$ cat src/soc_defines.svh
`ifndef SOC_DEFINES_SVH
`define SOC_DEFINES_SVH

// Bus widths
`define DATA_W          32
`define ADDR_W          32
`define BE_W            4

// SRAM window, word addressed through byte addresses
`define SRAM_BASE       32'h8000_0000
`define SRAM_WORDS      256

// Host addresses in [REMAP_LO, REMAP_HI) get the top nibble replaced
`define REMAP_LO        32'h3000_0000
`define REMAP_HI        32'h8000_0000
`define REMAP_NIBBLE    4'h8

// Control word
`define CTRL_KEY        4'hA
`define IRQ_ADDR        32'hF000_0000
`define LA_W            128

`endif

$ cat src/bus_pkg.sv
`include "soc_defines.svh"

package bus_pkg;

    // Wishbone classic, host to bridge
    typedef struct packed {
        logic                cyc;
        logic                stb;
        logic                we;
        logic [`BE_W-1:0]    sel;
        logic [`ADDR_W-1:0]  adr;
        logic [`DATA_W-1:0]  dat;
    } wb_req_t;

    // Wishbone classic, bridge to host
    typedef struct packed {
        logic                ack;
        logic [`DATA_W-1:0]  dat;
    } wb_rsp_t;

    // Internal request/grant bus, master side
    typedef struct packed {
        logic                req;
        logic                we;
        logic [`BE_W-1:0]    be;
        logic [`ADDR_W-1:0]  addr;
        logic [`DATA_W-1:0]  wdata;
    } mem_req_t;

    // Internal bus, slave side
    typedef struct packed {
        logic                gnt;
        logic                rvalid;
        logic [`DATA_W-1:0]  rdata;
    } mem_rsp_t;

endpackage

$ cat src/debug_pkg.sv
`include "soc_defines.svh"

package debug_pkg;

    typedef enum logic [2:0] {
        PROBE_HOST  = 3'd0,
        PROBE_LOCAL = 3'd1,
        PROBE_SRAM  = 3'd2,
        PROBE_FLAGS = 3'd3
    } probe_sel_e;

    // Low 15 bits of the control word, MSB first
    typedef struct packed {
        probe_sel_e  sel;
        logic [3:0]  reserved;
        logic [3:0]  en_key;
        logic [3:0]  soft_key;
    } la_ctrl_t;

    // Declared MSB first so addr lands in the lowest bits of the probe field
    typedef struct packed {
        logic [`DATA_W-1:0]  wdata;
        logic [`DATA_W-1:0]  rdata;
        logic                rvalid;
        logic [`BE_W-1:0]    be;
        logic                we;
        logic                gnt;
        logic                req;
        logic [`ADDR_W-1:0]  addr;
    } bus_probe_t;

endpackage

$ cat src/debug_probe.sv
`timescale 1ns/1ps
`include "soc_defines.svh"

module debug_probe
    import bus_pkg::*, debug_pkg::*;
(
    input  logic [`LA_W-1:0] la_data_i,
    output logic [`LA_W-1:0] la_data_o,
    output logic             soft_rst_o,
    output logic             host_en_o,
    input  bus_probe_t       host_probe_i,
    input  bus_probe_t       local_probe_i,
    input  bus_probe_t       sram_probe_i,
    input  logic [1:0]       bridge_state_i,
    input  logic             illegal_i,
    output logic [2:0]       irq_o
);

    localparam int PROBE_LSB = 16;
    localparam int PROBE_MSB = PROBE_LSB + $bits(bus_probe_t) - 1;

    la_ctrl_t ctrl;
    mem_req_t local_req;

    assign ctrl = la_ctrl_t'(la_data_i[$bits(la_ctrl_t)-1:0]);

    // Keyed fields, anything but the key leaves them inactive
    assign soft_rst_o = (ctrl.soft_key == `CTRL_KEY);
    assign host_en_o  = (ctrl.en_key == `CTRL_KEY);

    //////////////////////////////////////////////////////////////////////
    // Probe multiplexer
    //////////////////////////////////////////////////////////////////////

    always_comb begin
        la_data_o = '1;
        case (ctrl.sel)
            PROBE_HOST:  la_data_o[PROBE_MSB:PROBE_LSB] = host_probe_i;
            PROBE_LOCAL: la_data_o[PROBE_MSB:PROBE_LSB] = local_probe_i;
            PROBE_SRAM:  la_data_o[PROBE_MSB:PROBE_LSB] = sram_probe_i;
            PROBE_FLAGS: begin
                la_data_o[PROBE_MSB:PROBE_LSB]     = '0;
                la_data_o[PROBE_LSB]               = illegal_i;
                la_data_o[PROBE_LSB+2:PROBE_LSB+1] = bridge_state_i;
            end
            default: ;
        endcase
    end

    // Local master request seen as a bus request for the IRQ decode
    always_comb begin
        local_req.req   = local_probe_i.req;
        local_req.we    = local_probe_i.we;
        local_req.be    = local_probe_i.be;
        local_req.addr  = local_probe_i.addr;
        local_req.wdata = local_probe_i.wdata;
    end

    // Software interrupt wins over the illegal-access flag
    always_comb begin
        if (local_req.req && local_req.we && local_req.addr == `IRQ_ADDR) begin
            irq_o = {1'b0, local_req.wdata[1:0]};
        end else begin
            irq_o = {illegal_i, 2'b00};
        end
    end

endmodule

$ cat config.mk
export PLATFORM = sky130hd
export DESIGN_NAME = debug_probe
export DESIGN_NICKNAME = d
export VERILOG_FILES = /design/src/bus_pkg.sv /design/src/debug_pkg.sv /design/src/debug_probe.sv
export VERILOG_INCLUDE_DIRS = /design/src
export SDC_FILE = /design/constraint.sdc
export NUM_CORES = 1
export LEC_CHECK = 0
export BUFFER_PORTS_ARGS = -buffer_cell sky130_fd_sc_hd__buf_4
export CAP_MARGIN = 40
export CORE_AREA = 2 2 226 228
export DETAILED_ROUTE_END_ITERATION = 10
export DIE_AREA = 0 0 228 230
export PLACE_DENSITY_LB_ADDON = 0.05
export REMOVE_ABC_BUFFERS = 1
export SETUP_SLACK_MARGIN = 0.4
export SLEW_MARGIN = 20
export SYNTH_ARGS = -nofsm -noshare
export SYNTH_HDL_FRONTEND = slang
export SYNTH_SLANG_ARGS = --single-unit
$ cat constraint.sdc
create_clock -name vclk -period 3.05
set_input_delay 0.4575 -clock vclk [all_inputs]
set_output_delay 0.4575 -clock vclk [all_outputs]
set_load 0.02 [all_outputs]
# After elaboration in Yosys (flattened, before gate mapping)
# Index checks and enable logic that the tools add are counted.
dict set report op_classes {
  muxes 2
  eq_ne 6
  reduce_logical 3
}
# op count
set ops {}
lappend ops {{case mux 104 bit (4 select lines)} 1}
lappend ops {{equality test 32 bit (second input constant)} 1}
lappend ops {{equality test 4 bit (second input constant)} 2}
lappend ops {{equality test 3 x 2 -> 1 bit (second input constant)} 2}
lappend ops {{equality test 3 x 1 -> 1 bit (second input constant)} 1}
lappend ops {{logical NOT 3 bit} 1}
lappend ops {{two-way mux 3 bit} 1}
lappend ops {{logical AND 1 bit} 2}
dict set report word_totals {
  wordCells 11
  reg_bits 0
  inputBits 443
}

# Logic depth before layout (Yosys ltp)
# Gate-level depths: netlist of run 1.
dict set report depth {
  ltp_word 3
  ltp_mapped 6
}

# Least setup slack after synthesis of run 1
# OpenSTA, ideal clock, no wires.
dict set report synth_timing {
  path_type {input to output}
  from {input port la_data_i[13]}
  to {output port la_data_o[103]}
  setup_slack_ns 1.040
  path_buffers 3
  required_time_ns 2.592
  arrival_time_ns 1.553
  cell_stages 5
  path_cell_list {buf_2 -> buf_4 -> clkbuf_4 -> mux2i_1 -> o21ai_0}
}
dict set report synth_between {
  elab_chain_cells 2
}
# item line_no
set synth_lines {}
lappend synth_lines {{from (decl)} debug_probe.sv:7} ;# input logic [`LA_W-1:0] la_data_i,
lappend synth_lines {{equality test 3 x 2 -> 1 bit (tied with other cells)} debug_probe.sv:37} ;# case (ctrl.sel)
lappend synth_lines {{case mux 104 bit (4 select lines) *} debug_probe.sv:37}
lappend synth_lines {{to (decl)} debug_probe.sv:8} ;# output logic [`LA_W-1:0] la_data_o,
# Mark *: on every way between the ends. The rest lies on a longest branch, timed or not.

# Worst setup path in the final report of run 1
dict set report layout_timing {
  from {input port local_probe_i[15] in the netlist's numbering}
  to {output port irq_o[2]}
}
dict set report layout_between {
  elab_chain_cells 3
}
# item line_no
set layout_lines {}
lappend layout_lines {{from (decl)} debug_probe.sv:12} ;# input bus_probe_t local_probe_i,
lappend layout_lines {{equality test 32 bit (no line)} n/a}
lappend layout_lines {{logical AND 1 bit (no line)} n/a}
lappend layout_lines {{two-way mux 3 bit} debug_probe.sv:61} ;# if (local_req.req && local_req.we && local_req.addr == `IRQ_ADDR) begin
lappend layout_lines {{to (decl)} debug_probe.sv:16} ;# output logic [2:0] irq_o
# Every way passes these cells.

==> results of run 1 <==
==> cell families (layout without fill, tap and decap cells) <==
group,Yosys count,in the layout
AO/OA/AOI/OAI,203,203
buffers and inverters,72,459
multiplexers,104,104
other,1,25
AND/OR/NAND/NOR,20,20
==> power groups by stage <==
stage	sequential (mW)	combinational [mW]	clock (mW)
finish	0	1.03	0.0000000439
global route	0	1.12	0
floorplan	0	0.360	0
CTS	0	1.06	0
global placement	0	1.07	0
detailed placement	0	1.06	0
==> stage by stage <==
| stage | hold WS (ns) | worst slack [ns] | total power [mW] | util [%] | cells |
|---|---|---|---|---|---|
| 2_1_floorplan | 0.9998 | 0.009610 | 0.3598 | - | 353 |
| 5_1_grt | 1.186 | 0.5062 | 1.122 | 13.46 | 1482 |
| 4_1_cts | 1.172 | 0.6431 | 1.062 | 13.46 | 1482 |
| 6_report | 1.170 | 0.7526 | 1.033 | 13.46 | 1483 |
| 3_3_place_gp | 1.171 | 0.6648 | 1.068 | 13.46 | 1482 |
| 3_5_place_dp | 1.172 | 0.6453 | 1.060 | 13.46 | 1482 |
==> layer usage <==
metal | vias to the layer above | part of all wire (%) | GRT usage [%]
li1 | 2273 | - | -
met1 | 2023 | 39 | 9.819
met2 | 216 | 51 | 16.39
met3 | 12 | 9.6 | 3.460
met4 | 10 | 0.20 | 0.1430
met5 | - | 0.25 | 0
==> layout by cell type, fill, tap and decap left out, types with 2 or more instances in the layout <==
cell type  count
a21oi_1      101
buf_12         8
buf_4        448
conb_1        24
inv_1          2
mux2i_1      101
mux4_2         3
nor4_1         7
nor4bb_1       3
o21ai_0       76
o21ai_1       25
or2_1          3
==> layout make-up <==
type | count | area, um2
Fill cell | 5884 | 43150
Timing Repair Buffer | 457 | 3535
Multi-Input combinational cell | 351 | 2328
Tap cell | 672 | 840.8
Inverter | 2 | 7.507
Antenna cell | 1 | 2.502
==> worst min path at each step <==
stage | to | slack, ns | depth (start not counted)
after floorplan | host_en_o | 1.0 | 1
after global placement | host_en_o | 1.17 | 3
after detailed placement | host_en_o | 1.17 | 3
after CTS | host_en_o | 1.17 | 3
after global routing | host_en_o | 1.19 | 3
final | host_en_o | 1.17 | 3
==> flow_summary_export.csv, run 1 <==
group,metric,value,unit
logic_synthesis,synth_area_leaders,"mux2i_1 37%, a21oi_1 19%, o21ai_0 14%, buf_4 7.7%, o21ai_1 4.6%",
sta,fin_setup_tns,0,ns
worst_setup_path,worst_ep_arrival_time,1.84,ns
worst_setup_path,cpPeakStageDelay,0.52,ns
place,dpl.hpwl,21050,um
pwr,clockPowerShare,0,%
logic_synthesis,synth_compound_area_share,37.52,%
final_layout,seq_area,0,um2
global_routing,gr-usage-all-layers,8.754,%
worst_setup_path,cpMaxStageDelayCell,"nor4bb_1",
sta,hold_viol_final,0,
place,place_congestion,0.7014,
worst_setup_path,crit_path_end,"irq_o[2]",
floorplanning,die_h,230,um
logic_synthesis,syn_area,2718,um2
worst_setup_path,cp_top_family,"simple AND/OR/NAND/NOR gates",
sta,maxSlewHeadroom,56.76,%
logic_synthesis,synth-simple-area-share,5.064,%
worst_setup_path,path_cells,"buf_4 > nor4bb_1 > nand4_1 > o31a_1 > buf_4",
final_layout,clock_buffers,0,
flow_run,max-cap-violations,0,
sta,finalMaxSlewViolations,0,
worst_setup_path,critPathLaunch,"local_probe_i[15]",
detailed_routing,wl,24870,um
pwr,pwr-share-comb,100.0,%
place,placed_area,6711,um2
logic_synthesis,synth_top_family_by_area,"multiplexers",
floorplanning,core_area,49860,um2
sta,setup_viol,0,
logic_synthesis,synth_top_cell_by_area,"mux2i_1",
global_routing,grt_antenna_before_repair,6,
detailed_routing,drtPass1Iterations,4,
global_routing,overflow,0,
pwr,powerDensity,153.9,nW/um2
worst_setup_path,critical_path_cell_count,5,
final_layout,stdcell_area,6714,um2
logic_synthesis,synth_seq_area_share,0,%
logic_synthesis,synth_cells,400,
place,port_buffers,435,
pwr,p_int,0.5414,mW
final_layout,area_growth_syn_to_layout,147.1,%
floorplanning,ioPinCount,576,
logic_synthesis,syn_avg_cell_area,6.794,um2
worst_setup_path,path_class,"primary input to output pin",
pwr,p_seq_share,0,%
worst_setup_path,cp_max_fo,3,
detailed_routing,wl_per_cell,16.77,um
detailed_routing,drt_iter0_markers,117,
sta,finalCriticalPeriod,2.297,ns
detailed_routing,drc,0,
floorplanning,start_util,5.450,%
sta,fin_crit_sh,75.32,%
clocking,post_cts_buffers,0,
global_routing,grt_max_degree,73,
floorplanning,fp.dieW,228,um
logic_synthesis,yosys.area_share.adder,0,%
sta,rsz0062_at_grt,"false",
pwr,p_sw_share,47.60,%
clocking,ctsResizeCount,0,
sta,max_freq,435.3,MHz
sta,worstMarginPinSlew,0.6486,ns
detailed_routing,via_per_inst,3.057,
worst_setup_path,crit_top_cell,"buf_4",
worst_setup_path,critPathLaunchType,"primary input",
global_routing,grt_pass1_vias,4949,
pwr,power_switching,0.4918,mW
final_layout,nFlopsAndLatches,0,
logic_synthesis,synth_top_area_share,37.20,%
min_path,hp-class,"primary input to output pin",
floorplanning,rows,82,
worst_setup_path,required,2.59,ns
final_layout,drive_gt1_share,56.91,%
logic_synthesis,yosys_warnings,0,
global_routing,grt_pass1_wl,34680,um
detailed_routing,num_vias,4534,
run_status,status,"finished clean",
worst_setup_path,crit_buf_inv,2,
logic_synthesis,synthTopCellsByCount,"101 x a21oi_1, 101 x mux2i_1, 76 x o21ai_0",
detailed_routing,drtAntennaViolNets,0,
final_layout,nets,1255,
clocking,cts_hold_buf,0,
logic_synthesis,synth.distinct_cells,24,
logic_synthesis,synth_xor_xnor_area_share,0,%
pwr,power.leakage,3.211,nW
pwr,ir_drop,0.00005918,V
worst_setup_path,crit_path_end_kind,"output pin",
logic_synthesis,synthMuxAreaShare,39.69,%
floorplanning,die_area,52440,um2
min_path,min_from,"la_data_i[4]",
Note: power is estimated with default switching activity, not from simulation.
==> run 2: changes to the inputs <==
Settings changed: ABC_AREA set to 1, CORE_AREA 2 2 226 228 to 2 2 225 227, DIE_AREA 0 0 228 230 to 0 0 227 229.
Clock period 3.05 ns to 1.9 ns, I/O delays scaled along.
==> flow_summary_export.csv, run 2 <==
group,metric,value,unit
logic_synthesis,synth_top_area_share,31.89,%
detailed_routing,drtAntennaViolNets,0,
worst_setup_path,critPathLaunchType,"primary input",
global_routing,grt_pass1_vias,5473,
flow_run,max-cap-violations,0,
pwr,power_switching,0.8387,mW
global_routing,grt_antenna_before_repair,4,
place,placed_area,6643,um2
final_layout,nFlopsAndLatches,0,
worst_setup_path,crit_buf_inv,4,
global_routing,grt_max_degree,89,
pwr,p_int,0.9223,mW
pwr,powerDensity,231.5,nW/um2
pwr,clockPowerShare,0,%
pwr,ir_drop,0.00005260,V
logic_synthesis,synth_area_leaders,"nand2_1 32%, a21oi_1 21%, nand3_1 19%, buf_4 12%, nor2_1 2.9%",
global_routing,gr-usage-all-layers,9.455,%
pwr,pwr-share-comb,100.0,%
sta,fin_setup_tns,0,ns
worst_setup_path,worst_ep_arrival_time,1.38,ns
detailed_routing,num_vias,5272,
logic_synthesis,synth_cells,532,
worst_setup_path,cp_max_fo,27,
sta,finalMaxSlewViolations,0,
floorplanning,start_util,5.002,%
worst_setup_path,path_cells,"buf_12 > nor3_4 > buf_6 > buf_12 > a21oi_1 > nand3_1 > buf_4",
pwr,p_seq_share,0,%
floorplanning,die_area,51980,um2
min_path,hp-class,"primary input to output pin",
place,port_buffers,435,
logic_synthesis,synth.distinct_cells,16,
global_routing,grt_pass1_wl,36740,um
sta,hold_viol_final,0,
logic_synthesis,synth.most_common_cell,"nand2_1",
detailed_routing,drtPass1Iterations,4,
worst_setup_path,required,1.62,ns
worst_setup_path,cpPeakStageDelay,0.23,ns
detailed_routing,drc,0,
floorplanning,ioPinCount,576,
final_layout,utilization,15.32,%
logic_synthesis,synth_seq_area_share,0,%
worst_setup_path,crit_path_end_kind,"output pin",
final_layout,area_growth_syn_to_layout,206.3,%
final_layout,clock_buffers,0,
floorplanning,fp.dieW,227,um
final_layout,final_cell_mix,"424 x buf_4, 191 x nand2_1, 97 x a21oi_1",
floorplanning,die_h,229,um
final_layout,multi_input_area,2394,um2
final_layout,seq_area,0,um2
logic_synthesis,yosys_warnings,0,
pwr,p_sw_share,47.63,%
logic_synthesis,synthTopCellsByCount,"211 x nand2_1, 104 x a21oi_1, 95 x nand3_1",
global_routing,overflow,0,
worst_setup_path,cp_top_family,"buffers and inverters",
final_layout,nets,1423,
pwr,power.leakage,3.471,nW
floorplanning,rows,82,
place,dpl.hpwl,21130,um
detailed_routing,wl,28170,um
logic_synthesis,synth_top_cell_by_area,"nand2_1",
sta,fin_crit_sh,87.52,%
sta,max_freq,601.4,MHz
final_layout,drive_gt1_share,56.95,%
final_layout,stdcell_area,7607,um2
logic_synthesis,syn_area,2484,um2
final_layout,nFillCells,5887,
final_layout,final_common_cell,"buf_4",
logic_synthesis,syn_avg_cell_area,4.668,um2
run_status,status,"finished clean",
worst_setup_path,path_class,"primary input to output pin",
worst_setup_path,cpMaxStageDelayCell,"nor3_4",
worst_setup_path,crit_top_cell,"buf_12",
detailed_routing,drt_iter0_markers,102,
detailed_routing,via_per_inst,3.193,
sta,setup_viol,0,
pwr,p_total,1.761,mW
clocking,cts_hold_buf,0,
place,place_congestion,0.6792,
floorplanning,core_area,49660,um2
sta,rsz0062_at_grt,"true",
detailed_routing,wl_per_cell,17.06,um
sta,finalCriticalPeriod,1.663,ns
-- run 2: path summary, 6_finish.rpt --
| path | start | to | cells past startpoint |
|---|---|---|---|
| min | la_data_i[6] | host_en_o | 3 |
| max | la_data_i[12] | la_data_o[77] | 7 |
-- run 2: through the flow --
stage          hold WS, ns  cells  worst slack, ns
2_1_floorplan       0.6531    487           -2.073
3_3_place_gp        0.8249   1623           0.1119
3_5_place_dp        0.8272   1623          0.07485
4_1_cts             0.8271   1644           0.2177
5_1_grt             0.8354   1650           0.1565
6_report            0.8249   1651           0.2372
-- run 2: repair_timing --
| action | CTS | global route |
|---|---|---|
| setup endpoints to repair | 107 | 107 |
| resized for setup | 134 | 15 |
| setup buffers | 14 | 1 |
| pin swaps | 28 | 4 |
| cloned | 7 | 5 |
-- run 2: metal layers --
metal / track usage (%) / up-vias / share of wire [%]
li1: - / 2640 / -
met1: 10.81 / 2381 / 40
met2: 18.28 / 240 / 52
met3: 2.489 / 7 / 8.0
met4: 0.1634 / 4 / 0.20
met5: 0 / - / 0.11
-- run 2: worst min-delay path, stage by stage --
cell	delay, ns
buf_4	0.07
nor3_1	0.03
buf_4	0.14
-- run 2: logic make-up after synthesis --
logic type,count (synthesis),synth area share (%)
AND/OR/NAND/NOR,339,57.93
AO/OA/AOI/OAI,112,23.38
other,1,0.1510
buffers and inverters,80,18.54
-- run 2: power by group through the flow --
stage	registers [mW]	logic, mW	clock network, mW
after global routing	0	1.90	0
after CTS	0	1.75	0
after detailed placement	0	1.58	0
after floorplan	0	0.541	0
final	0	1.76	0.0000000716
after global placement	0	1.59	0
-- run 2: final cells by class --
cell class	instances	share of cell area [%]
diodes	1	0.03289
inverters	12	0.8224
multi-input cells	475	31.46
well taps	672	11.05
repair buffers	491	56.63
