## src/soc_defines.svh

```systemverilog
`ifndef SOC_DEFINES_SVH
`define SOC_DEFINES_SVH

// Bus widths
`define DATA_W          32
`define ADDR_W          32
`define BE_W            4

// SRAM window, word addressed through byte addresses
`define SRAM_BASE       32'h8000_0000
`define SRAM_WORDS      256

// Host addresses in [REMAP_LO, REMAP_HI) get the top nibble replaced
`define REMAP_LO        32'h3000_0000
`define REMAP_HI        32'h8000_0000
`define REMAP_NIBBLE    4'h8

// Control word
`define CTRL_KEY        4'hA
`define IRQ_ADDR        32'hF000_0000
`define LA_W            128

`endif

```

## src/bus_pkg.sv

```systemverilog
`include "soc_defines.svh"

package bus_pkg;

    // Wishbone classic, host to bridge
    typedef struct packed {
        logic                cyc;
        logic                stb;
        logic                we;
        logic [`BE_W-1:0]    sel;
        logic [`ADDR_W-1:0]  adr;
        logic [`DATA_W-1:0]  dat;
    } wb_req_t;

    // Wishbone classic, bridge to host
    typedef struct packed {
        logic                ack;
        logic [`DATA_W-1:0]  dat;
    } wb_rsp_t;

    // Internal request/grant bus, master side
    typedef struct packed {
        logic                req;
        logic                we;
        logic [`BE_W-1:0]    be;
        logic [`ADDR_W-1:0]  addr;
        logic [`DATA_W-1:0]  wdata;
    } mem_req_t;

    // Internal bus, slave side
    typedef struct packed {
        logic                gnt;
        logic                rvalid;
        logic [`DATA_W-1:0]  rdata;
    } mem_rsp_t;

endpackage

```

## src/sram_arbiter.sv

```systemverilog
`timescale 1ns/1ps
`include "soc_defines.svh"

module sram_arbiter
    import bus_pkg::*;
(
    input  logic     clk_i,
    input  logic     arst_n_i,
    input  logic     soft_rst_i,
    input  logic     host_en_i,
    input  mem_req_t host_req_i,
    output mem_rsp_t host_rsp_o,
    input  mem_req_t local_req_i,
    output mem_rsp_t local_rsp_o,
    output mem_req_t sram_req_o,
    input  mem_rsp_t sram_rsp_i
);

    logic host_req_v;
    logic host_gnt;
    logic local_gnt;
    // Set when the transaction granted last cycle belongs to the host
    logic owner_host_q;

    // Host request only counts while the host is enabled
    assign host_req_v = host_req_i.req && host_en_i;

    always_comb begin
        if (host_req_v) begin
            sram_req_o = host_req_i;
        end else begin
            sram_req_o = local_req_i;
        end
    end

    // Local master keeps req high without gnt while the host wins
    assign host_gnt  = host_req_v && sram_rsp_i.gnt;
    assign local_gnt = !host_req_v && local_req_i.req && sram_rsp_i.gnt;

    always_ff @(posedge clk_i or negedge arst_n_i) begin
        if (!arst_n_i) begin
            owner_host_q <= 1'b0;
        end else if (soft_rst_i) begin
            owner_host_q <= 1'b0;
        end else begin
            owner_host_q <= host_gnt;
        end
    end

    //////////////////////////////////////////////////////////////////////
    // Response routing
    //////////////////////////////////////////////////////////////////////

    always_comb begin
        host_rsp_o.gnt    = host_gnt;
        host_rsp_o.rvalid = sram_rsp_i.rvalid && owner_host_q;
        host_rsp_o.rdata  = sram_rsp_i.rdata;

        local_rsp_o.gnt    = local_gnt;
        local_rsp_o.rvalid = sram_rsp_i.rvalid && !owner_host_q;
        local_rsp_o.rdata  = sram_rsp_i.rdata;
    end

    // A slave grant reaches exactly one master
    one_grant: assert property (
        @(posedge clk_i) disable iff (!arst_n_i)
        sram_rsp_i.gnt |-> $onehot({host_rsp_o.gnt, local_rsp_o.gnt})
    );

endmodule

```

## config.mk

```make
export PLATFORM = sky130hd
export DESIGN_NAME = sram_arbiter
export DESIGN_NICKNAME = d
export VERILOG_FILES = /design/src/bus_pkg.sv /design/src/sram_arbiter.sv
export VERILOG_INCLUDE_DIRS = /design/src
export SDC_FILE = /design/constraint.sdc
export NUM_CORES = 1
export LEC_CHECK = 0
export BUFFER_PORTS_ARGS = -buffer_cell sky130_fd_sc_hd__buf_2
export CORE_AREA = 4 4 120 122
export DETAILED_ROUTE_END_ITERATION = 6
export DIE_AREA = 0 0 124 126
export GPL_TIMING_DRIVEN = 0
export PLACE_DENSITY = 0.47
export SYNTH_ARGS = -nofsm -noshare
export SYNTH_HDL_FRONTEND = slang
export SYNTH_SLANG_ARGS = --single-unit
```

## constraint.sdc

```tcl
create_clock -name clk_i -period 0.9 [get_ports clk_i]
set_input_delay 0.045 -clock clk_i [delete_from_list [all_inputs] [get_ports clk_i]]
set_output_delay 0.045 -clock clk_i [all_outputs]
set_load 0.01 [all_outputs]
```

Word level (Yosys, flattened, before mapping)
Cells that the tools add are included.

Muxes and demuxes: 2. Reductions and logical operators: 8.

Operators with widths (count): $mux 70 (1); $logic_and 1x1->1 (6); $logic_not 1->1 (2); $mux 1 (1).

Bits in registers: 1. Input port bits: 178. Output and inout port bits: 138. Word-level logic and storage cells: 11.

Logic depth before layout (Yosys ltp)
Gate-level depths: netlist of run 1.

Word-level depth: 4. Mapped depth: 4. Mapped depth without buffers: 2.

Worst setup path after synthesis of run 1
Ideal clock, no wire load.

Kind: input-to-output. Start: input host_en_i. End: output sram_req_o[63] (netlist bit). Arrival time: 0.697 ns. Required time: 0.855 ns. Setup slack: 0.158 ns. Stages on the path: 3. Buffers on the path: 1. Cells stage by stage: nand2_4 clkbuf_8 mux2_2.

RTL lines: start, declared (line sram_arbiter.sv:10) `input logic host_en_i,`; end, declared (line sram_arbiter.sv:15) `output mem_req_t sram_req_o,`.

==> impl_results.md, run 1 <==
* Status: complete, but fails checks
* Failing checks: setup timing
* Max cap viols at 0
* Design Power at roughly 2.3 mW
* Detailed Place HPWL at around 6500 um
* Internal power at between 1.5 and 2 mW
* Max-slew violations at 0
* Net count after synthesis at ~330
* Combinational fraction of design power at between 90% and 100%
* Layout cells sized above 1 at 98.6%
* Final wirelength at 8360 um
* Mapped Cells at 150
* Crit-path slowest cell: mux2_4
* DR vias at 2,196
* Global-route met3 utilization at 1.03%
* Initial antenna violation count at 0
* Final setup viols at 60
* Leakage power at 2.44 nW
* DRT iter0 DRCs at 11
* Overall Global Routing Usage at 9.05%
* Max Freq at 1050 MHz
* Finished Layout Cells at 620
* WL/cell at approximately 13 um
* Clock power share at 0%
* Final critical-path share of the clock period at 105%
* Syn_area_per_cell at 9.80 sq um
* Ant. Diodes at 0
* Critical Path Sink Type: output port
* Grt met1 use at 8.90%
* CP Data Arrival Time at about 900 ps
* Crit path max-delay family: buffers and inverters
* Crit path buffers/inverters at 3
* Pre-CTS WS at -249 ps
* Reg power frac at 2.1%
* Commonest cells after routing, fill and taps aside: buf_2 (211), buf_6 (71), mux2_4 (69)
* Worst hold slack at 218 ps
* Normalized max-slew margin at ~86%
* Grt met2 use at between 20% and 30%
* Switching power total at ~0.77 mW
* Syn-to-layout area delta at 180%
* Launch point of the critical path: host_req_i[69]
* Num ports at 316
* Setup TNS at -1730 ps
* PortBufs at between 200 and 300
* Yosys Warn Count at 0
* Minimum clock period at roughly 950 ps
* Die X at 124 um
* Critical path class: input port to output port
* Dpl cells at 609
* Total gr overflow at 0
* Gr busiest metal: met2
* Total die area at 15,600 sq um
* 1st-pass router iterations at 2
* Max incr delay on CP at 310 ps
* Unrepaired setup endpoints after global routing: yes
* CP startpoint kind: input port
* Worst endpoint required time at 850 ps
* Least-Margin Pin Slew at 215 ps
* DRC at 0
* FF+latch count, synth at 1
* GP Congestion at 0.756
* Largest net degree at the start of global routing at 7
* Post-synthesis sequential area ratio at 1.70%
* Core area at 13,200 sq um
* Largest regs: owner_host_q x1
* Reg clk slew, reported paths at 0 ps
* Cells along the critical path: buf_12 > nand2_8 > clkbuf_16 > mux2_4 > buf_6
* First-pass GRT wire length at 11,700 um
* Starting Density at 11.1%
* Commonest non-fill, non-tap cell in the layout: buf_2
* Final ANT Viol Nets at 0
* Top reg by flops: owner_host_q
* Worst ir drop on vdd at between 0.15 and 0.2 mV
* Pwr dens at about 550 nW/um^2
* Rows at 42
* Sw Share at ~34%
* Final hold vios at 0
* Post-synth cell types at 11
* Final worst slack at -48.3 ps
* Worst hold-check path type: input port to flip-flop
* Chip height at 126 um
* Hold wc startpoint: soft_rst_i
* Vias in the first global route at 2,418
* Max reg flops at 1
* Post-Syn Area at between 1000 and 1500 sq um
* Crit-path max FO at 5
* Nets at about 620
* Vias per inst at between 3 and 4
[power by group through the flow]
| stage | Clock, mW | Sequential, mW | Combinational, mW |
|---|---|---|---|
| after floorplan | 0 | 0.0473 | 0.829 |
| after global placement | 0 | 0.0474 | 1.55 |
| after detailed placement | 0 | 0.0475 | 1.56 |
| after CTS | 0 | 0.0475 | 2.24 |
| after global routing | 0 | 0.0476 | 2.37 |
| final | 0 | 0.0475 | 2.23 |
[per-stage QoR]
| stage | instance area, sq um | util [%] |
|---|---|---|
| after floorplan | 1470 | - |
| after CTS | 4120 | 31.2 |
| after global placement | 3110 | 23.6 |
| after detailed placement | 3110 | 23.6 |
| after global routing | 4120 | 31.2 |
| final | 4120 | 31.2 |
[layer usage]
layer  wire length [um]  vias up
met5                  0        -
met2               4770      165
li1                   -     1045
met3                931        4
met4                 34        0
met1               2630      982
[cells in the mapped netlist (all sizes together)]
cell     n  area [sq um]
mux2    69           800
buf     66           495
clkbuf   7          96.3
and3     2          15.0
and2     1          6.26
dfrtp    1          25.0
nand2    1          11.3
nor2b    1          6.26
nor3b    1          7.51
or2b     1          7.51
[cells by family (layout without fill, tap and decap cells)]
kind of cell           after synthesis  after routing  synth area share, %
DFF                                  1              1                 1.70
buffers and inverters               73            365                 40.3
and+or+nand+nor                      7              9                 3.66
muxes                               69             69                 54.4
[path summary, 6_finish.rpt]
kind / end / slack (ps) / cells after the start
max: sram_req_o[9] / -50 / 5
min in group asynchronous: owner_host_q$_DFF_PN0_ / 380 / 2
min: owner_host_q$_DFF_PN0_ / 220 / 2
max in group asynchronous: owner_host_q$_DFF_PN0_ / 430 / 2
[repair_timing]
| action | in CTS | in global routing |
|---|---|---|
| cloned | 9 | 0 |
| hold endpoints to repair | 1 | 0 |
| pin swaps | 3 | 1 |
| gates resized for setup | 159 | 2 |
| endpoints found under the setup margin | 71 | 68 |
| hold buffers | 1 | 0 |
| setup buffers | 1 | 0 |
[cell type report]
class	count	area, sq um
Multi-Input combinational cell	78	1140
Buffer	73	671
Fill cell	1368	9070
Timing Repair Buffer	292	2060
Sequential cell	1	25.0
Tap cell	176	220
No activity file was read; power rests on OpenSTA's default activity.
==> run 2: changes to the inputs <==
--- a/config.mk
+++ b/config.mk
@@ -8,8 +8,9 @@
 export LEC_CHECK = 0
+export ABC_AREA = 1
 export BUFFER_PORTS_ARGS = -buffer_cell sky130_fd_sc_hd__buf_2
-export CORE_AREA = 4 4 120 122
+export CORE_AREA = 4 4 119 121
 export DETAILED_ROUTE_END_ITERATION = 6
-export DIE_AREA = 0 0 124 126
+export DIE_AREA = 0 0 123 125
 export GPL_TIMING_DRIVEN = 0
-export PLACE_DENSITY = 0.47
+export PLACE_DENSITY = 0.49
 export SYNTH_ARGS = -nofsm -noshare
--- a/constraint.sdc
+++ b/constraint.sdc
@@ -3,2 +3,2 @@
 set_output_delay 0.045 -clock clk_i [all_outputs]
-set_load 0.01 [all_outputs]
+set_load 0.1 [all_outputs]
==> impl_results.md, run 2 <==
* Reg clk slew, reported paths at 0 ps (about the same)
* Final critical-path share of the clock period at 96.9% (was 105%)
* Mapped Cells at 309 (was 150)
* Max reg flops at 1 (unchanged)
* Post-synthesis sequential area ratio at 1.52% (was 1.70%)
* Max-slew violations at 0 (unchanged)
* Status: finished, final reports clean (was complete, but fails checks)
* Ranking of synthesized cells by area: buf_4 (37%), nand2_1 (32%), nand3_1 (21%) (was mux2_2 (48%), buf_4 (34%), clkbuf_8 (6.6%))
* Hold path cells at 2 (unchanged)
* Register area at 25.0 sq um (unchanged)
* PortBufs at 281 (was 283)
* Most common cell in the synthesized netlist: nand2_1 (was buf_4)
* Syn-to-layout area delta at 197% (was 180%)
* Largest net degree at the start of global routing at 11 (was 7)
* Ant. Diodes at 0 (unchanged)
* Worst ir drop on vdd at 0.501 mV (was 0.198 mV)
* Chip height at 125 um (was 126 um)
* Yosys Warn Count at 0 (unchanged)
* Final hold vios at 0 (unchanged)
* Initial antenna violation count at 0 (unchanged)
* Minimum clock period at 872 ps (was 948 ps)
* Net count after synthesis at 487 (was 328)
* DRT iter0 DRCs at 61 (was 11)
* Nets at 771 (was 624)
* Worst endpoint required time at 850 ps (about the same)
* Post-synth cell types at 9 (was 11)
* Number of flops mapped to enable cells by yosys at 0 (unchanged)
* Commonest cells after routing, fill and taps aside: buf_2 (207), buf_4 (79), nand3_1 (70) (was buf_2 (211), buf_6 (71), mux2_4 (69))
* Unrepaired setup endpoints after global routing: yes (unchanged)
* CP startpoint kind: input port (unchanged)
* First-pass GRT wire length at 14,100 um (was 11,700 um)
* GP Congestion at 0.757 (was 0.756)
* Final worst slack at 28.0 ps (was -48.3 ps)
* Least-Margin Pin Slew at 495 ps (was 215 ps)
* Finished Layout Cells at 767 (was 620)
* DRC at 0 (unchanged)
* Layout cells sized above 1 at 75.5% (was 98.6%)
* Dpl cells at 766 (was 609)
* FF+latch count, synth at 1 (unchanged)
* Critical path class: input port to output port (unchanged)
* Overall Global Routing Usage at 11.0% (was 9.05%)
* DR vias at 2,969 (was 2,196)
* Total gr overflow at 0 (unchanged)
* Post-Syn Area at 1650 sq um (was 1470 sq um)
* Main flop type after synthesis: dfrtp_1 (unchanged)
* Vias per inst at 3.87 (was 3.54)
* Design Power at 5.85 mW (was 2.28 mW)
* Vias in the first global route at 2,947 (was 2,418)
* Total die area at 15,400 sq um (was 15,600 sq um)
* Top reg by flops: owner_host_q (unchanged)
* Fill count at 1,313 (was 1,368)
* Starting Density at 12.6% (was 11.1%)
* Detailed Place HPWL at 8130 um (was 6540 um)
* WL/cell at 12.9 um (was 13.5 um)
* Normalized max-slew margin at 67.2% (was 85.6%)
* Final wirelength at 9900 um (was 8360 um)
* 1st-pass router iterations at 4 (was 2)
* Syn_area_per_cell at 5.33 sq um (was 9.80 sq um)
* Pre-CTS WS at -322 ps (was -249 ps)
* Footprint of the multi-input gates at 1450 sq um (was 1140 sq um)
* Top cell type's share of synthesized area at 37.4% (was 48.3%)
* Final setup viols at 0 (was 60)
* Die X at 123 um (was 124 um)
* Core area at 13,100 sq um (was 13,200 sq um)
* Crit-path max FO at 10 (was 5)
* CP Data Arrival Time at 830 ps (was 900 ps)
* Max Freq at 1150 MHz (was 1050 MHz)
* Max cap viols at 0 (unchanged)
* Async SR Flop Fraction at 100% (unchanged)
* Largest regs: owner_host_q x1 (unchanged)
* Leakage power at 2.69 nW (was 2.44 nW)
* Pwr dens at 1190 nW/um^2 (was 552 nW/um^2)
* Worst hold-check path type: input port to flip-flop (unchanged)
* Area leader, netlist: buf_4 (was mux2_2)
* Critical Path Sink Type: output port (unchanged)
* Final ANT Viol Nets at 0 (unchanged)
* Num ports at 316 (unchanged)
* Rows at 42 (unchanged)
* Commonest non-fill, non-tap cell in the layout: buf_2 (unchanged)
* Synth top cells by count: nand2_1 (141), buf_4 (82), nand3_1 (70) (was buf_4 (66), mux2_2 (63), clkbuf_8 (7))
run 2: cell types whose count changed after synthesis, moves of 6 or more:
| cell | previous run | this run |
|---|---|---|
| clkbuf_8 | 7 | 0 |
| mux2_4 | 6 | 0 |
| mux2_2 | 63 | 0 |
| buf_6 | 0 | 7 |
| nand3_1 | 0 | 70 |
| buf_4 | 66 | 82 |
| nand2_1 | 0 | 141 |
run 2: kinds of logic (layout without fill, tap and decap cells):
group                  after synthesis  in the layout  synth area share (%)
flip-flops                           1              1                  1.52
AND/OR/NAND/NOR                    214            214                  55.1
AO/OA/AOI/OAI                        1              1                 0.304
buffers and inverters               93            375                  43.1
run 2: what timing repair did:
item                                    CTS  global route
pin swaps                                 1             1
resized for setup                       243            48
hold endpoints to repair                  1             0
hold buffers                              1             0
endpoints found under the setup margin   74            63
buffers inserted                          0             0
gates cloned                              0             0
run 2: final timing paths:
kind                       startpoint                      to  slack (ps)
max in group asynchronous    arst_n_i  owner_host_q$_DFF_PN0_         430
min in group asynchronous    arst_n_i  owner_host_q$_DFF_PN0_         380
hold / removal             soft_rst_i  owner_host_q$_DFF_PN0_         200
setup / recovery            host_en_i          sram_req_o[21]          30
run 2: metal layers:
layer,GRT usage [%],routed length (um)
met3,1.72,1030
met1,10.8,3020
met5,0,0
met4,0.847,102
met2,24.1,5740
run 2: final cells by class:
type	count	area share (%)
well taps	176	4.50
inverters	4	0.383
repair buffers	282	50.0
flip-flops and latches	1	0.511
plain buffers	89	15.0
multi-input cells	215	29.6
run 2: critical path, stage by stage:
cell	delay [ps]
buf_8	130
nand2_8	130
buf_6	150
nand2_1	100
nand2_4	80
buf_12	170
run 2: where the power goes:
part | internal [mW] | total, mW | switching, mW
registers | 0.0469 | 0.0482 | 0.00130
logic | 1.79 | 5.80 | 4.01
clock network | 0 | 0 | 0
total | 1.84 | 5.85 | 4.01
run 2: stage by stage:
step | area (sq um) | utilization (%) | hold slack [ps] | setup TNS [ps]
finish | 4900 | 37.4 | 200 | 0
global route | 4900 | 37.4 | 214 | -445
CTS | 4660 | 35.6 | 201 | 0
detailed placement | 3810 | 29.1 | -171 | -19970
global placement | 3810 | 29.1 | -170 | -18720
floorplan | 2180 | - | -251 | -75.5
==> run 3: changes to the inputs <==
- ABC_AREA: 1 -> unset
- CORE_AREA: 4 4 119 121 -> 4 4 120 122
- DIE_AREA: 0 0 123 125 -> 0 0 124 126
- PLACE_DENSITY: 0.49 -> 0.47
==> impl_results.md, run 3 (synthesized netlist as in run 1, its figures left out) <==
* Vias per inst at 3.59 (was 3.87)
* Nets at 623 (was 771)
* Worst ir drop on vdd at 0.610 mV (was 0.501 mV)
* WL/cell at 14.8 um (was 12.9 um)
* DR vias at 2,224 (was 2,969)
* Die X at 124 um (was 123 um)
* Final wirelength at 9190 um (was 9900 um)
* Gr busiest metal: met2 (unchanged)
* Dpl cell area at 3120 sq um (was 3810 sq um)
* Largest regs: owner_host_q x1 (unchanged)
* Final critical-path share of the clock period at 113% (was 96.9%)
* Largest net degree at the start of global routing at 11 (unchanged)
* Max reg flops at 1 (unchanged)
* Max Freq at 987 MHz (was 1150 MHz)
* Num ports at 316 (unchanged)
* Final non-filler cell area at 4660 sq um (was 4900 sq um)
* GP Congestion at 0.799 (was 0.757)
* Internal power at 1.97 mW (was 1.84 mW)
* CP Data Arrival Time at 970 ps (was 830 ps)
* Overall Global Routing Usage at 9.69% (was 11.0%)
* Worst hold slack at 227 ps (was 200 ps)
* CP startpoint kind: input port (unchanged)
* Syn-to-layout area delta at 217% (was 197%)
* Initial antenna violation count at 0 (unchanged)
* Detailed Place HPWL at 6640 um (was 8130 um)
* Top reg by flops: owner_host_q (unchanged)
* Core Util, Final at 35.3% (was 37.4%)
* Unrepaired setup endpoints after global routing: yes (unchanged)
* Final ANT Viol Nets at 0 (unchanged)
* Max incr delay on CP at 340 ps (was 170 ps)
* Core area at 13,200 sq um (was 13,100 sq um)
* Most used cell, CP: buf_6
* Least-Margin Pin Slew at 494 ps (was 495 ps)
* Commonest non-fill, non-tap cell in the layout: buf_2 (unchanged)
* Worst endpoint required time at 850 ps (about the same)
* Setup TNS at -5460 ps (was 0 ps)
* Normalized max-slew margin at 67.3% (was 67.2%)
* Grt met1 use at 9.99% (was 10.8%)
* Worst hold-check path type: input port to flip-flop (unchanged)
* Global-route met3 utilization at 1.08% (was 1.72%)
* Failing checks: setup timing
* Rows at 42 (unchanged)
* Grt met2 use at 20.7% (was 24.1%)
* DRC at 0 (unchanged)
* Starting Density at 11.1% (was 12.6%)
* Layout cells sized above 1 at 99.3% (was 75.5%)
* Switching power total at 3.66 mW (was 4.01 mW)
* Final hold vios at 0 (unchanged)
* Clock power share at 0% (about the same)
* PortBufs at 283 (was 281)
* Max-slew violations at 0 (unchanged)
* Commonest cells after routing, fill and taps aside: buf_2 (207), buf_4 (68), buf_12 (68) (was buf_2 (207), buf_4 (79), nand3_1 (70))
* Crit-path max FO at 6 (was 10)
* Status: complete, but fails checks (was finished, final reports clean)
* Reg clk slew, reported paths at 0 ps (about the same)
* Total die area at 15,600 sq um (was 15,400 sq um)
* Cells along the critical path: buf_12 > nand2_8 > buf_6 > mux2_2 > buf_6 (was buf_8 > nand2_8 > buf_6 > nand2_1 > nand2_4 > buf_12)
* Max cap viols at 0 (unchanged)
* Critical Path Sink Type: output port (unchanged)
* 1st-pass router iterations at 4 (unchanged)
* Total gr overflow at 0 (unchanged)
* Pre-CTS WS at -455 ps (was -322 ps)
* Final setup viols at 70 (was 0)
* Ant. Diodes at 0 (unchanged)
* DRT iter0 DRCs at 24 (was 61)
* Vias in the first global route at 2,438 (was 2,947)
* Leakage power at 2.62 nW (was 2.69 nW)
* Pwr dens at 1210 nW/um^2 (was 1190 nW/um^2)
* Sw Share at 65.0% (was 68.6%)
* Combinational fraction of design power at 99.1% (was 99.2%)
* Minimum clock period at 1010 ps (was 872 ps)
* Chip height at 126 um (was 125 um)
* Critical path class: input port to output port (unchanged)
* Crit-path slowest cell: mux2_2 (was buf_12)
* First-pass GRT wire length at 12,200 um (was 14,100 um)
* Reg power frac at 0.9% (was 0.8%)
* Final worst slack at -114 ps (was 28.0 ps)
-- run 3: cell count changes in the layout (fill, tap and decap cells not counted), moves of 8 or more --
cell,previous run,this run
nand2_1,68,0
nand3_1,70,0
nand2_4,69,0
clkbuf_16,0,8
buf_4,79,68
mux2_4,0,63
-- run 3: worst paths after layout --
check | from | to | slack [ps] | cells after the start
worst max-delay path | host_en_i | sram_req_o[38] | -110 | 5
worst min-delay path | soft_rst_i | owner_host_q$_DFF_PN0_ | 230 | 2
max in group asynchronous | arst_n_i | owner_host_q$_DFF_PN0_ | 440 | 2
min in group asynchronous | arst_n_i | owner_host_q$_DFF_PN0_ | 380 | 2
-- run 3: area by class of cell --
type	count	area, sq um
sequential	1	25.0
fill	1291	8530
multi-input combinational	78	1130
buffer	72	663
timing repair buffer	292	2620
tap	176	220
-- run 3: power groups by stage --
stage	clock [mW]	sequential, mW	combinational (mW)
after floorplan	0	0.0479	3.65
after global routing	0	0.0484	5.72
final	0	0.0482	5.58
after CTS	0	0.0482	5.40
after global placement	0	0.0482	4.33
after detailed placement	0	0.0482	4.35
-- run 3: per-layer routing --
metal	vias to the layer above	share of wire (%)
met2	173	55
met5	-	0
met4	0	0.92
met3	6	11
met1	1005	33
li1	1040	-
-- run 3: metrics by stage --
stage,instances,total power [mW]
6_report,619,5.63
5_1_grt,619,5.77
4_1_cts,618,5.44
3_5_place_dp,609,4.40
3_3_place_gp,609,4.38
2_1_floorplan,150,3.70
-- run 3: what timing repair did --
item,CTS,global route
hold endpoints to repair,1,0
setup endpoints to repair,74,69
resized for setup,311,49
gates cloned,8,1
setup buffers,0,1
hold buffers,1,0
pin swaps,2,1
-- run 3: worst max-delay path, delay by kind of cell --
family	cells	cell delay, ps
buffers and inverters	3	460
multiplexers	1	340
AND/OR/NAND/NOR	1	130
